[config.mk]
export PLATFORM = sky130hd
export DESIGN_NAME = enetAudioTop
export DESIGN_NICKNAME = d
export VERILOG_FILES = /design/src/design/enetAudioPkg.sv /design/src/design/enetInitRom.sv /design/src/design/enetBusCycle.sv /design/src/design/enetRxControl.sv /design/src/design/enetAudioTop.sv
export SDC_FILE = /design/constraint.sdc
export NUM_CORES = 1
export LEC_CHECK = 0
export ABC_CLOCK_PERIOD_IN_PS = 5650
export BUFFER_PORTS_ARGS = -buffer_cell sky130_fd_sc_hd__buf_2
export CAP_MARGIN = 15
export CORE_MARGIN = 2
export CORE_UTILIZATION = 30
export DETAILED_ROUTE_END_ITERATION = 8
export PLACE_DENSITY = 0.54
export SLEW_MARGIN = 20
export SYNTH_ARGS = -nofsm -noshare
export SYNTH_HDL_FRONTEND = slang
export SYNTH_SLANG_ARGS = --single-unit
[constraint.sdc]
create_clock -name Clock -period 5.65 [get_ports Clock]
set_input_delay 0.2825 -clock Clock [delete_from_list [all_inputs] [get_ports Clock]]
set_output_delay 0.2825 -clock Clock [all_outputs]
set_load 0.01 [all_outputs]
[src/design/enetAudioPkg.sv]
// Shared widths, chip register indices and timing constants
// Packed structs for one bus access, one init table step and the chip pins
`default_nettype none

package enetAudioPkg;

  // Sixteen-bit word on the chip data bus or toward the codec
  typedef logic [15:0] enetWord;
  typedef logic [15:0] byteCount;
  typedef logic [3:0]  initIndex;

  localparam int initSteps   = 12;
  localparam int delayCycles = 24;

  // Chip register indices and the values written during bring-up
  localparam enetWord regNetCtrlIdx    = 16'h0000;
  localparam enetWord netCtrlReset     = 16'h0001;
  localparam enetWord netCtrlRelease   = 16'h0000;
  localparam enetWord regPhyCtrlIdx    = 16'h001F;
  localparam enetWord phyPowerUp       = 16'h0000;
  localparam enetWord regRxCtrlIdx     = 16'h0005;
  localparam enetWord rxCtrlEnable     = 16'h0039;
  localparam enetWord regIntMaskIdx    = 16'h00FF;
  localparam enetWord intMaskEnable    = 16'h0081;
  localparam enetWord regRxStatusIdx   = 16'h00FE;
  localparam enetWord regRxStatusClear = 16'h003F;
  localparam enetWord regRxDataIdx     = 16'h00F2;

  typedef struct packed {
    logic    isWrite;
    logic    isData;
    enetWord wdata;
  } busOp;

  typedef struct packed {
    logic isDelay;
    busOp op;
  } initStep;

  typedef struct packed {
    enetWord dataOut;
    logic    cmd;
    logic    csN;
    logic    wrN;
    logic    rdN;
    logic    dataOutEnable;
  } enetPins;

endpackage

`default_nettype wire

[src/design/enetInitRom.sv]
// Constant table of chip initialisation steps
// Address and data writes plus one wait for the PHY to power up
`default_nettype none

module enetInitRom (
  input  enetAudioPkg::initIndex stepIndex,
  output enetAudioPkg::initStep  step
);

  function automatic enetAudioPkg::initStep addrWrite(input enetAudioPkg::enetWord idx);
    return '{isDelay: 1'b0, op: '{isWrite: 1'b1, isData: 1'b0, wdata: idx}};
  endfunction

  function automatic enetAudioPkg::initStep dataWrite(input enetAudioPkg::enetWord val);
    return '{isDelay: 1'b0, op: '{isWrite: 1'b1, isData: 1'b1, wdata: val}};
  endfunction

  always_comb begin
    case (stepIndex)
      4'd0:    step = addrWrite(enetAudioPkg::regNetCtrlIdx);
      4'd1:    step = dataWrite(enetAudioPkg::netCtrlReset);
      // Same index stays selected, so the reset bit is simply cleared again
      4'd2:    step = dataWrite(enetAudioPkg::netCtrlRelease);
      4'd3:    step = addrWrite(enetAudioPkg::regPhyCtrlIdx);
      4'd4:    step = dataWrite(enetAudioPkg::phyPowerUp);
      4'd5:    step = '{isDelay: 1'b1, op: '0};
      4'd6:    step = addrWrite(enetAudioPkg::regRxStatusIdx);
      4'd7:    step = dataWrite(enetAudioPkg::regRxStatusClear);
      4'd8:    step = addrWrite(enetAudioPkg::regRxCtrlIdx);
      4'd9:    step = dataWrite(enetAudioPkg::rxCtrlEnable);
      4'd10:   step = addrWrite(enetAudioPkg::regIntMaskIdx);
      4'd11:   step = dataWrite(enetAudioPkg::intMaskEnable);
      default: step = '{isDelay: 1'b1, op: '0};
    endcase
  end

endmodule

`default_nettype wire

[src/design/enetBusCycle.sv]
// Single chip register access over the asynchronous bus
// Setup, strobe and two hold clocks, then a four-phase ack back to the controller
`default_nettype none

module enetBusCycle (
  input  logic                  Clock,
  input  logic                  rstN,
  input  logic                  busReq,
  input  enetAudioPkg::busOp    busOp,
  output logic                  busAck,
  output enetAudioPkg::enetWord busRdata,
  input  enetAudioPkg::enetWord enetDataIn,
  output enetAudioPkg::enetPins pins
);

  typedef enum logic [2:0] {
    idle,
    setup,
    strobe,
    hold0,
    hold1,
    ackWait
  } cycleState;

  cycleState state;
  logic      active;

  always_ff @(posedge Clock) begin
    if (!rstN) begin
      state <= idle;
    end else begin
      case (state)
        idle:    if (busReq) state <= setup;
        setup:   state <= strobe;
        strobe:  state <= hold0;
        hold0:   state <= hold1;
        hold1:   state <= ackWait;
        ackWait: if (!busReq) state <= idle;
        default: state <= idle;
      endcase
    end
  end

  // The chip drives read data while rdN is low, so sample at the end of the strobe
  always_ff @(posedge Clock) begin
    if (state == strobe) busRdata <= enetDataIn;
  end

  assign active = (state == setup) || (state == strobe) || (state == hold0) || (state == hold1);
  assign busAck = (state == ackWait);

  always_comb begin
    pins.dataOut       = busOp.wdata;
    pins.cmd           = active && busOp.isData;
    pins.csN           = !active;
    pins.wrN           = !((state == strobe) && busOp.isWrite);
    pins.rdN           = !((state == strobe) && !busOp.isWrite);
    pins.dataOutEnable = (state != idle) && busOp.isWrite;
  end

endmodule

`default_nettype wire

[src/design/enetRxControl.sv]
// Receive controller for the Ethernet chip
// Runs the init table, waits for packets, reads the header length
// and hands out byte-swapped payload words on the sample handshake
`default_nettype none

module enetRxControl (
  input  logic                   Clock,
  input  logic                   rstN,
  input  logic                   startInit,
  input  logic                   sampleReq,
  output logic                   sampleAck,
  output enetAudioPkg::enetWord  audioSample,
  input  logic                   enetInt,
  output enetAudioPkg::initIndex stepIndex,
  input  enetAudioPkg::initStep  step,
  output logic                   busReq,
  output enetAudioPkg::busOp     busOp,
  input  logic                   busAck,
  input  enetAudioPkg::enetWord  busRdata
);

  typedef enum logic [3:0] {
    idle,
    initIssue,
    initWait,
    initDelay,
    ready,
    headerIssue,
    headerWait,
    dataIssue,
    dataWait,
    ackHold
  } ctrlState;

  ctrlState               state;
  enetAudioPkg::initIndex stepCount;
  logic [6:0]             delayCount;
  logic [2:0]             headerStep;
  enetAudioPkg::byteCount remaining;
  logic                   delayDone;
  logic                   lastStep;
  enetAudioPkg::busOp     headerOp;
  enetAudioPkg::busOp     readOp;

  assign stepIndex = stepCount;
  assign lastStep  = (stepCount == enetAudioPkg::initIndex'(enetAudioPkg::initSteps - 1));

  // A pure delay step waits four times as long as a normal step
  assign delayDone = step.isDelay ? (delayCount == 7'(4 * enetAudioPkg::delayCycles - 1))
                                  : (delayCount == 7'(enetAudioPkg::delayCycles - 1));

  assign readOp = '{isWrite: 1'b0, isData: 1'b1, wdata: '0};

  // Header sequence clears the interrupt, then points at the receive buffer
  always_comb begin
    case (headerStep)
      3'd0:    headerOp = '{isWrite: 1'b1, isData: 1'b0, wdata: enetAudioPkg::regRxStatusIdx};
      3'd1:    headerOp = '{isWrite: 1'b1, isData: 1'b1, wdata: enetAudioPkg::regRxStatusClear};
      3'd2:    headerOp = '{isWrite: 1'b1, isData: 1'b0, wdata: enetAudioPkg::regRxDataIdx};
      default: headerOp = readOp;
    endcase
  end

  always_comb begin
    case (state)
      initIssue, initWait:     busOp = step.op;
      headerIssue, headerWait: busOp = headerOp;
      default:                 busOp = readOp;
    endcase
  end

  assign busReq = ((state == initIssue) && !step.isDelay) ||
                  (state == headerIssue) || (state == dataIssue);

  always_ff @(posedge Clock) begin
    if (!rstN) begin
      state       <= idle;
      stepCount   <= '0;
      delayCount  <= '0;
      headerStep  <= '0;
      remaining   <= '0;
      sampleAck   <= 1'b0;
      audioSample <= '0;
    end else begin
      case (state)
        idle: begin
          if (startInit) begin
            stepCount <= '0;
            state     <= initIssue;
          end
        end
        initIssue: begin
          delayCount <= '0;
          if (step.isDelay) state <= initDelay;
          else if (busAck) state <= initWait;
        end
        initWait: if (!busAck) state <= initDelay;
        initDelay: begin
          delayCount <= delayCount + 7'd1;
          if (delayDone && lastStep) begin
            state <= ready;
          end else if (delayDone) begin
            stepCount <= stepCount + 4'd1;
            state     <= initIssue;
          end
        end
        ready: begin
          if (startInit) begin
            stepCount <= '0;
            state     <= initIssue;
          end else if (sampleReq && (remaining != '0)) begin
            state <= dataIssue;
          end else if (sampleReq && enetInt) begin
            headerStep <= '0;
            state      <= headerIssue;
          end else if (sampleReq) begin
            state <= ackHold;
          end
        end
        headerIssue: begin
          if (busAck) begin
            // Odd lengths lose their last byte
            if (headerStep == 3'd4) remaining <= {busRdata[15:1], 1'b0};
            state <= headerWait;
          end
        end
        headerWait: begin
          if (!busAck && (headerStep == 3'd4)) begin
            state <= dataIssue;
          end else if (!busAck) begin
            headerStep <= headerStep + 3'd1;
            state      <= headerIssue;
          end
        end
        dataIssue: begin
          if (busAck) begin
            audioSample <= {busRdata[7:0], busRdata[15:8]};
            remaining   <= (remaining > 16'd2) ? remaining - 16'd2 : '0;
            state       <= dataWait;
          end
        end
        dataWait: if (!busAck) state <= ackHold;
        ackHold: begin
          if (!sampleAck) begin
            sampleAck <= 1'b1;
          end else if (!sampleReq) begin
            sampleAck <= 1'b0;
            state     <= ready;
          end
        end
        default: state <= idle;
      endcase
    end
  end

endmodule

`default_nettype wire

[src/design/enetAudioTop.sv]
// Top level of the audio receive path
// Joins the controller, the init table and the bus-cycle unit to the chip pins
`default_nettype none

module enetAudioTop (
  input  logic                  Clock,
  input  logic                  rstN,
  input  logic                  startInit,
  input  logic                  sampleReq,
  output logic                  sampleAck,
  output enetAudioPkg::enetWord audioSample,
  input  enetAudioPkg::enetWord enetDataIn,
  input  logic                  enetInt,
  output enetAudioPkg::enetPins pins,
  output logic                  enetRstN
);

  enetAudioPkg::initIndex stepIndex;
  enetAudioPkg::initStep  step;
  enetAudioPkg::busOp     busOp;
  enetAudioPkg::enetWord  busRdata;
  logic                   busReq;
  logic                   busAck;

  // The chip is held in reset together with the design
  assign enetRstN = rstN;

  enetRxControl rxControl (
    .Clock       (Clock),
    .rstN        (rstN),
    .startInit   (startInit),
    .sampleReq   (sampleReq),
    .sampleAck   (sampleAck),
    .audioSample (audioSample),
    .enetInt     (enetInt),
    .stepIndex   (stepIndex),
    .step        (step),
    .busReq      (busReq),
    .busOp       (busOp),
    .busAck      (busAck),
    .busRdata    (busRdata)
  );

  enetInitRom initRom (
    .stepIndex (stepIndex),
    .step      (step)
  );

  enetBusCycle busCycle (
    .Clock      (Clock),
    .rstN       (rstN),
    .busReq     (busReq),
    .busOp      (busOp),
    .busAck     (busAck),
    .busRdata   (busRdata),
    .enetDataIn (enetDataIn),
    .pins       (pins)
  );

endmodule

`default_nettype wire

== Yosys cells after proc, flatten, opt, wreduce, memory -nomap -nowiden ==
Memory sizes are Yosys's and may differ from the RTL's. A register that Yosys moved wholly into a read port is not among the register bits.
Index checks and enable logic that the tools add are counted.

* Register bits after elaboration: 70
* Bits in read-only memories: 176
* Output and inout bits: 39
* Logic and storage cells: 139
* Memories: 1

* Add/sub/neg operators: 4
* $lt $le $gt $ge: 1
* Equal/unequal tests: 42
* Multiplexer cells: 44
* Reduce and logical (&&, ||, !) cells: 38

{| class="wikitable"
|+ Memories
! memory !! depth !! width !! read ports !! clocked after Yosys merged registers in !! write ports !! RTL line !! RTL
|-
| (name not given) || 16 || 11 || 1 || 1 || 0 || enetInitRom.sv:19 || <nowiki>case (stepIndex)</nowiki>
|}

{| class="wikitable"
|+ Operators with widths
! cell !! count
|-
| $mux 4 || 22
|-
| $mux 16 || 4
|-
| $pmux 18 s3 || 1
|-
| $pmux 4 s10 || 1
|-
| $pmux 18 s2 || 1
|-
| $pmux 16 s2 || 1
|-
| $ne 2x2->1 const B || 11
|-
| $mux 3 || 7
|-
| $pmux 3 s6 || 1
|-
| $eq 4x3->1 const B || 4
|-
| $gt 16x2->1 const B || 1
|-
| $reduce_bool 16->1 || 1
|-
| $sub 16x2->16 const B || 1
|-
| $ne 2x1->1 const B || 7
|-
| $pmux 7 s2 || 1
|-
| $eq 4x4->1 const B || 3
|-
| $reduce_and 11->1 || 1
|-
| $eq 3x2->1 const B || 3
|-
| $eq 3x3->1 const B || 3
|-
| $logic_and 1x1->1 || 9
|-
| $eq 4x2->1 const B || 2
|-
| $pmux 4 s2 || 1
|-
| $reduce_and 4->1 || 2
|-
| $reduce_bool 2->1 || 4
|-
| 20 further kinds || 37
|}

== Logic depth before layout (Yosys ltp) ==
Gate-level depths: netlist (run 1).

* Depth in word-level cells: 7
* Mapped depth: 11

== Modules after synthesis ==
A second synthesis (run 1) with hierarchy kept.

* Cells, all modules: 487
* Area, all modules: 4015.1 sq um

{| class="wikitable"
|+ Modules (own cells, without submodules)
! module !! instances !! cells each !! area each (sq um) !! sequential area each (sq um)
|-
| enetRxControl || 1 || 389 || 2921.6 || 1001.0
|-
| enetBusCycle || 1 || 58 || 827.0 || 540.5
|-
| enetInitRom || 1 || 39 || 259.0 || 0.0
|-
| enetAudioTop || 1 || 1 || 7.5 || 0.0
|}

== Worst setup path before layout (run 1) ==
OpenSTA, ideal clock, no wires.

* Path type: register -> output
* Start: register busCycle.state[2]
* End: output port pins[1] in the netlist's numbering
* Arrival time: 2.029 ns
* Required time: 5.368 ns
* Path slack: 3.338 ns
* Cell stages (with the launch flop): 4
* Cell sequence: dfxtp_1 -> clkbuf_1 -> nor3_1 -> nand2_1

{| class="wikitable"
|+ RTL lines
! item !! RTL line !! RTL
|-
| from (decl) || enetBusCycle.sv:25 || <nowiki>cycleState state;</nowiki>
|-
| from (signal assigned) || enetBusCycle.sv:30 || <nowiki>state <= idle;</nowiki>
|-
| from (signal assigned) || enetBusCycle.sv:33 || <nowiki>idle: if (busReq) state <= setup;</nowiki>
|-
| from (signal assigned) || enetBusCycle.sv:34 || <nowiki>setup: state <= strobe;</nowiki>
|-
| to (decl) || enetAudioTop.sv:14 || <nowiki>output enetAudioPkg::enetPins pins,</nowiki>
|}

==> impl_results.md, run 1 <==
- Cells after DPL: 701
- Number of cells upsized or downsized after cts: 0
- Total via count after detailed routing: 3593
- Min-delay worst type: in2reg
- Final TNS setup: 0 ns
- Gate Count Post-Synth: 498
- Cell repeated most along the worst path: sky130_fd_sc_hd__nor2_1
- Average cell area after synthesis: 8.22 um^2
- Clock latency reported for the late side of the worst-skew pair: 0.34 ns
- Layout Skew: 0.00635 ns
- Area of the placeable core: 13300 um^2
- Met3 Use GR: 0.0373
- EDFF count, synth: 16
- Cell Chain, Critical Path: nor2b_1 -> nor2_1 -> or4b_1 -> nor2_1 -> a21oi_1 -> nand2b_1 -> buf_2
- Via count of the first global-routing pass: 3290
- Setup slack on the worst flop-to-flop path: 2.61 ns
- Largest fanout on the critical path: 23
- Seq/Total Area, Yosys: 0.426
- Maxcap violations: 0
- Root buf cell: sky130_fd_sc_hd__clkbuf_16
- Half-perimeter wire length of the detailed placement result: 7.08 mm
- Flip-flop cell with the highest count after synthesis: sky130_fd_sc_hd__dfxtp_1
- Area used by sequential logic in the layout: 1740 um^2
- Drc violations: 0
- Async set-or-reset flop fraction in the synthesized netlist: 0
- Number of port buffers: 51
- Area used by multi-input combinational logic: 2150 um^2
- Hold slack: 0.109 ns
- Via density per instance: 5.01
- Arr. time, crit path: 2.78 ns
- Final setup violation count: 0
- Remaining global-route overflow: 0
- Post-Synthesis Cell Area: 4090 um^2
- Global-route wire length before repair: 16.5 mm
- Finished Core Util: 0.360
- Total number of placement rows: 42
- Maximum number of buffers from clock root to sink: 2
- Synthesis-to-finish area growth: 17.0%
- Clock H-tree levels: 3
- Critical-path cell with the highest stage delay: sky130_fd_sc_hd__dfxtp_1
- Drt first pass iters: 4
- Internal cell power: 1150 uW
- Leakage power: 0.00191 uW
- Number of antenna violations at the first check in global routing: 0
- Standard cell area after detailed placement: 4460 um^2
- Power share of the clock group: 0.392
- Height of the die: 121 um
- CP Launch Type: register
- Clock tree sinks: 79
- Routing layer with the top usage in global route: met2
- Required time reported for the critical path endpoint: 5.37 ns
- Power density of the placed cells: 343 nW/um^2
- Final cycle utilization of the critical path: 0.541
- TritonCTS clock tree: yes
- Synthesis Warnings: 0
- Number of hold violations in the final report: 0
- Die ar.: 14600 um^2
- Sw power: 490 uW
- Critical path capture point type: output port
- Remaining number of nets flagged by the antenna check after routing: 0
- Class of the most critical setup path: reg2out
- Maximum clock frequency: 327 MHz
- Number of nets in the layout: 567
- Global placement routability congestion: 0.862
- Mean routed wirelength per cell: 14.0 um
- Starting density of the core: 0.308
- Tot GR Track Use: 0.142
- Largest stage delay, worst path: 0.78 ns
- Largest net degree at the start of global routing: 37
- Sequential share of power: 0.425
- Comb pwr share: 0.184
- Drt initial violations: 254
- Met2 track utilization from global routing: 0.215
- Reg clk slew, reported paths: 0.06 ns
- Transition at the pin with the smallest max-transition slack: 1.03 ns
- Synth unique cells: 68
- Switching fraction of total power: 0.299
- Number of standard cells in the final layout excluding fillers: 717
- Maximum vdd drop: 0.171 mV
- RSZ-0062 raised after global routing: false
- Grt met1 use: 0.196
- Hold bufs inserted after CTS: 0
- Final max-slew violation count: 0
- Fraction of final layout cells with drive strength greater than 1: 0.163
- Number of filler instances in the final layout: 1388
- Design area: 4790 um^2
- Ant. Diodes: 0
- I/O pins: 60
- Number of synthesized register bits: 79
- Number of CTS-inserted buffers: 9
- DRT Wirelength: 10.1 mm
- Run status: finished clean
- Worst max-slew margin expressed relative to the limit: 0.308
- Chip width: 121 um
- Setup bufs post-CTS: 0
- Post-layout min period: 3.06 ns
==> synthesized netlist by cell type (3+ instances only) <==
cell / number / area share
sky130_fd_sc_hd__a211o_1: 3 / 0.0064
sky130_fd_sc_hd__buf_4: 9 / 0.017
sky130_fd_sc_hd__nor2_1: 38 / 0.035
sky130_fd_sc_hd__a21oi_1: 56 / 0.068
sky130_fd_sc_hd__dfxtp_1: 63 / 0.31
sky130_fd_sc_hd__a31oi_1: 3 / 0.0046
sky130_fd_sc_hd__mux2i_1: 7 / 0.017
sky130_fd_sc_hd__nor3_1: 15 / 0.018
sky130_fd_sc_hd__a21boi_0: 4 / 0.0073
sky130_fd_sc_hd__ha_1: 10 / 0.031
sky130_fd_sc_hd__o21ai_0: 22 / 0.027
sky130_fd_sc_hd__o22ai_1: 3 / 0.0046
sky130_fd_sc_hd__xnor2_1: 4 / 0.0086
sky130_fd_sc_hd__nand2_1: 94 / 0.086
sky130_fd_sc_hd__edfxtp_1: 16 / 0.12
sky130_fd_sc_hd__nand2b_1: 6 / 0.0092
sky130_fd_sc_hd__o31ai_1: 3 / 0.0055
sky130_fd_sc_hd__nand3_1: 16 / 0.020
sky130_fd_sc_hd__and3_1: 5 / 0.0076
sky130_fd_sc_hd__o21ai_1: 3 / 0.0037
sky130_fd_sc_hd__inv_1: 16 / 0.015
sky130_fd_sc_hd__nor2b_1: 5 / 0.0076
sky130_fd_sc_hd__nor4_1: 4 / 0.0061
sky130_fd_sc_hd__o211a_1: 3 / 0.0073
sky130_fd_sc_hd__or3_1: 4 / 0.0061
sky130_fd_sc_hd__a21o_1: 8 / 0.015
sky130_fd_sc_hd__clkbuf_1: 23 / 0.021
==> layer usage <==
metal	routed length, um	share of wire	vias to the layer above
met1	4940	0.49	1680
met4	142	0.014	0
met5	0	0	-
li1	-	-	1818
met3	446	0.044	12
met2	4530	0.45	83
==> final timing paths <==
| check | from | end | cells past startpoint |
|---|---|---|---|
| setup / recovery | rxControl.state[1] | pins[2] | 7 |
| hold / removal | enetDataIn[0] | busCycle.busRdata[0] | 1 |
| hold reg to reg | rxControl.audioSample[6] | rxControl.audioSample[6] | 2 |
| setup reg to reg | rxControl.state[0] | rxControl.audioSample[15] | 5 |
==> worst max-delay path: cells and delay by family, from the launching register on <==
kind	cells	cell delay, ns
buf+inv	1	0.14
simple gates	5	1.41
compound gates	1	0.09
flops	1	0.78
==> metrics by stage <==
step	power (uW)	worst slack [ns]
6_report	1640	2.59
5_1_grt	1720	2.22
4_1_cts	1660	2.56
3_5_place_dp	1010	2.61
3_3_place_gp	1010	2.80
2_1_floorplan	918	3.34
==> layout make-up <==
class                           instances  share of cell area
Clock inverter                          6              0.0193
Tap cell                              176              0.0460
Multi-Input combinational cell        375               0.450
Clock buffer                           10              0.0499
Timing Repair Buffer                   54              0.0580
Inverter                               17              0.0136
Sequential cell                        79               0.364
==> sequential cells by signal, summed over array words and instances, names as in the netlist <==
register,count
rxControl.stepIndex,4
busCycle.state,3
rxControl.audioSample,16
rxControl.delayCount,7
rxControl.remaining,15
rxControl.state,4
initRom.step,10
busCycle.busRdata,16
rxControl.headerStep,3
rxControl.sampleAck,1
==> logic make-up (layout without fill, tap and decap cells) <==
kind of cell	count (synthesis)	in the layout	synth area share
buffers and inverters	51	87	0.0559
AO/OA/AOI/OAI	135	135	0.210
adder cells (fa/ha/maj)	10	10	0.0306
AND/OR/NAND/NOR	207	207	0.242
XOR/XNOR	6	6	0.0128
other	1	8	0.000916
flip-flops	79	79	0.426
multiplexers	9	9	0.0226
==> placed cells by master (no fill, tap or decap), types with 4 or more instances in the layout <==
cell,instances
sky130_fd_sc_hd__nor2b_1,5
sky130_fd_sc_hd__buf_2,51
sky130_fd_sc_hd__nor3_1,14
sky130_fd_sc_hd__nor4_1,4
sky130_fd_sc_hd__nor2_1,38
sky130_fd_sc_hd__nand2_1,94
sky130_fd_sc_hd__clkbuf_16,9
sky130_fd_sc_hd__ha_1,10
sky130_fd_sc_hd__dfxtp_1,63
sky130_fd_sc_hd__xnor2_1,4
sky130_fd_sc_hd__mux2i_1,7
sky130_fd_sc_hd__o21ai_0,22
sky130_fd_sc_hd__a21boi_0,4
sky130_fd_sc_hd__or3_1,4
sky130_fd_sc_hd__and3_1,5
sky130_fd_sc_hd__nand2b_1,6
sky130_fd_sc_hd__a21o_1,8
sky130_fd_sc_hd__edfxtp_1,16
sky130_fd_sc_hd__conb_1,8
sky130_fd_sc_hd__inv_1,16
sky130_fd_sc_hd__nand3_1,16
sky130_fd_sc_hd__a21oi_1,56
==> power groups by stage <==
stage	clock (uW)	combinational, uW	sequential, uW
2_1_floorplan	0	249	669
3_3_place_gp	0	300	710
3_5_place_dp	0	303	709
4_1_cts	654	305	698
5_1_grt	677	339	708
6_report	643	302	697
No activity file was read; power rests on OpenSTA's default activity.
==> run 2: changes to the inputs <==
Settings changed: ABC_CLOCK_PERIOD_IN_PS 5650 to 3100.
Clock period 5.65 ns to 3.1 ns, I/O delays scaled along.
==> run 2 against run 1 <==
  * Wire length rose by 3.2%
  * Non-clock buffer count rose by 22
  * Count of clock-buffer cells in the layout shrank 1
  * Flip-flop and latch count unchanged
  * Cell area is 3.7% higher
  * Hold slack better by 0.16 ns
  * Register-to-register slack lost 2.1 ns
  * Sequential share of layout area down 1.3 points
  * Via count is 3.6% higher
==> impl_results.md, run 2 (synthesis gave the netlist of run 1 again) <==
- Run status: finished clean
- Via density per instance: 5.04
- I/O pins: 60
- Detail Route met3 WL: 504 um
- Reg clk slew, reported paths: 0.06 ns
- Root buf cell: sky130_fd_sc_hd__clkbuf_16
- Power density of the placed cells: 584 nW/um^2
- Via count of the first global-routing pass: 3454
- Top library cells by usage in the layout, fill and taps aside: sky130_fd_sc_hd__nand2_1, sky130_fd_sc_hd__dfxtp_1, sky130_fd_sc_hd__a21oi_1
- Layout Skew: 0.00975 ns
- TritonCTS clock tree: yes
- Synthesis-to-finish area growth: 21.4%
- Maximum vdd drop: 0.375 mV
- Maximum clock frequency: 352 MHz
- Tot GR Track Use: 0.147
- Number of nets in the layout: 589
- Min-delay worst type: in2reg
- Sequential share of power: 0.435
- Worst r2r dst: initRom.step[2]
- Transition at the pin with the smallest max-transition slack: 0.661 ns
- Largest net degree at the start of global routing: 32
- Final TNS setup: 0 ns
- Internal cell power: 2010 uW
- Cell Chain, Critical Path: nor2b_1 -> nor2_1 -> or4b_1 -> nor2_1 -> a21oi_1 -> nand2b_1 -> buf_2
- Worst max-slew margin expressed relative to the limit: 0.558
- Remaining number of nets flagged by the antenna check after routing: 0
- Chip width: 121 um
- Final setup violation count: 0
- Leakage power: 0.00199 uW
- RSZ-0062 raised after global routing: false
- Number of filler instances in the final layout: 1352
- Global placement routability congestion: 0.807
- Final cycle utilization of the critical path: 0.917
- Most common cell after layout, fill and taps aside: sky130_fd_sc_hd__nand2_1
- CP Launch Type: register
- Fraction of final layout cells with drive strength greater than 1: 0.169
- Die ar.: 14600 um^2
- Design area: 4970 um^2
- Clock tree sinks: 79
- Crit. Startpoint: rxControl.state[1]
- Critical-path cell with the highest stage delay: sky130_fd_sc_hd__dfxtp_1
- Comb pwr share: 0.199
- Arr. time, crit path: 2.69 ns
- Setup slack on the worst flop-to-flop path: 0.52 ns
- Met1 Routed Length: 5.00 mm
- Reg2Reg Launch Point: rxControl.state[1]
- Cell repeated most along the worst path: sky130_fd_sc_hd__nor2_1
- Post-layout min period: 2.84 ns
- Top flop regs: busCycle.busRdata (16), rxControl.audioSample (16), rxControl.remaining (15)
- Height of the die: 121 um
- Drt first pass iters: 5
- Maxcap violations: 0
- Depth of the worst register-to-register path: 8
- Mean routed wirelength per cell: 14.0 um
- Drc violations: 0
- Setup WS post-layout: 0.258 ns
- Critical path capture point type: output port
- Largest stage delay, worst path: 0.71 ns
- Power share of the clock group: 0.366
- Starting density of the core: 0.308
- Endpoint of the most critical setup path: pins[2]
- Total via count after detailed routing: 3721
- Number of antenna violations at the first check in global routing: 0
- Ant. Diodes: 0
- Number of CTS-inserted buffers: 9
- Remaining global-route overflow: 0
- Clock H-tree levels: 3
- Maximum number of buffers from clock root to sink: 2
- Number of hold violations in the final report: 0
- Global-route wire length before repair: 17.0 mm
- Sw power: 890 uW
- Standard cell area after detailed placement: 4500 um^2
- Drt initial violations: 243
- Clock latency reported for the late side of the worst-skew pair: 0.34 ns
- Largest fanout on the critical path: 19
- Class of the most critical setup path: reg2out
- Half-perimeter wire length of the detailed placement result: 7.30 mm
- Switching fraction of total power: 0.307
- Met2 Wirelength: 4.75 mm
- Setup bufs post-CTS: 0
- DRT Wirelength: 10.4 mm
- Uppermost layer routed: met4
- Area of the placeable core: 13300 um^2
- Worst slack after detailed placement: 0.568 ns
- Required time reported for the critical path endpoint: 2.94 ns
- Number of port buffers: 51
- Total number of placement rows: 42
- Final max-slew violation count: 0
[run 2: cell type report]
cell class	count	area, um^2	area share
well taps	176	220	0.0443
clock inverters	7	73.8	0.0149
inverters	17	65.1	0.0131
multi-input cells	375	2160	0.435
flip-flops and latches	79	1740	0.351
repair buffers	76	483	0.0972
clock buffers	9	225	0.0453
[run 2: power groups by stage]
stage / clock (uW) / sequential (uW) / combinational (uW)
after floorplan: 0 / 1220 / 453
after global placement: 0 / 1280 / 557
after detailed placement: 0 / 1280 / 561
after CTS: 1090 / 1260 / 578
after global routing: 1130 / 1280 / 645
final: 1060 / 1260 / 578
[run 2: metal layers]
metal | track usage | vias up
met5 | 0 | -
met4 | 0.0472 | 0
met3 | 0.0401 | 9
met2 | 0.231 | 101
met1 | 0.196 | 1746
li1 | - | 1865
[run 2: worst min path at each step]
stage,from,endpoint,slack [ns],depth (start not counted)
global placement,enetDataIn[0],busCycle.busRdata[0],0.33,1
detailed placement,enetDataIn[8],busCycle.busRdata[8],0.33,1
finish,sampleReq,rxControl.sampleAck,0.27,4
global route,rstN,rxControl.state[3],0.31,3
CTS,sampleReq,rxControl.sampleAck,0.26,4
floorplan,enetDataIn[0],busCycle.busRdata[0],0.25,0
[run 2: through the flow]
stage	cells	hold slack [ns]	utilization	power, uW
2_1_floorplan	505	0.254	-	1670
3_3_place_gp	707	0.333	0.339	1840
3_5_place_dp	707	0.334	0.339	1840
4_1_cts	739	0.262	0.373	2930
5_1_grt	739	0.306	0.374	3050
6_report	739	0.270	0.374	2900
[run 2: critical path, delay by kind of cell, from the launching register on]
kind / cells / cell delay, ns
flops: 1 / 0.71
buf+inv: 1 / 0.14
simple gates: 5 / 1.40
compound gates: 1 / 0.10
[run 2: what timing repair did]
action / in CTS / in global routing
endpoints found under the hold margin: 16 / 0
gates resized for setup: 0 / 1
endpoints found under the setup margin: 0 / 1
hold buffers: 16 / 0
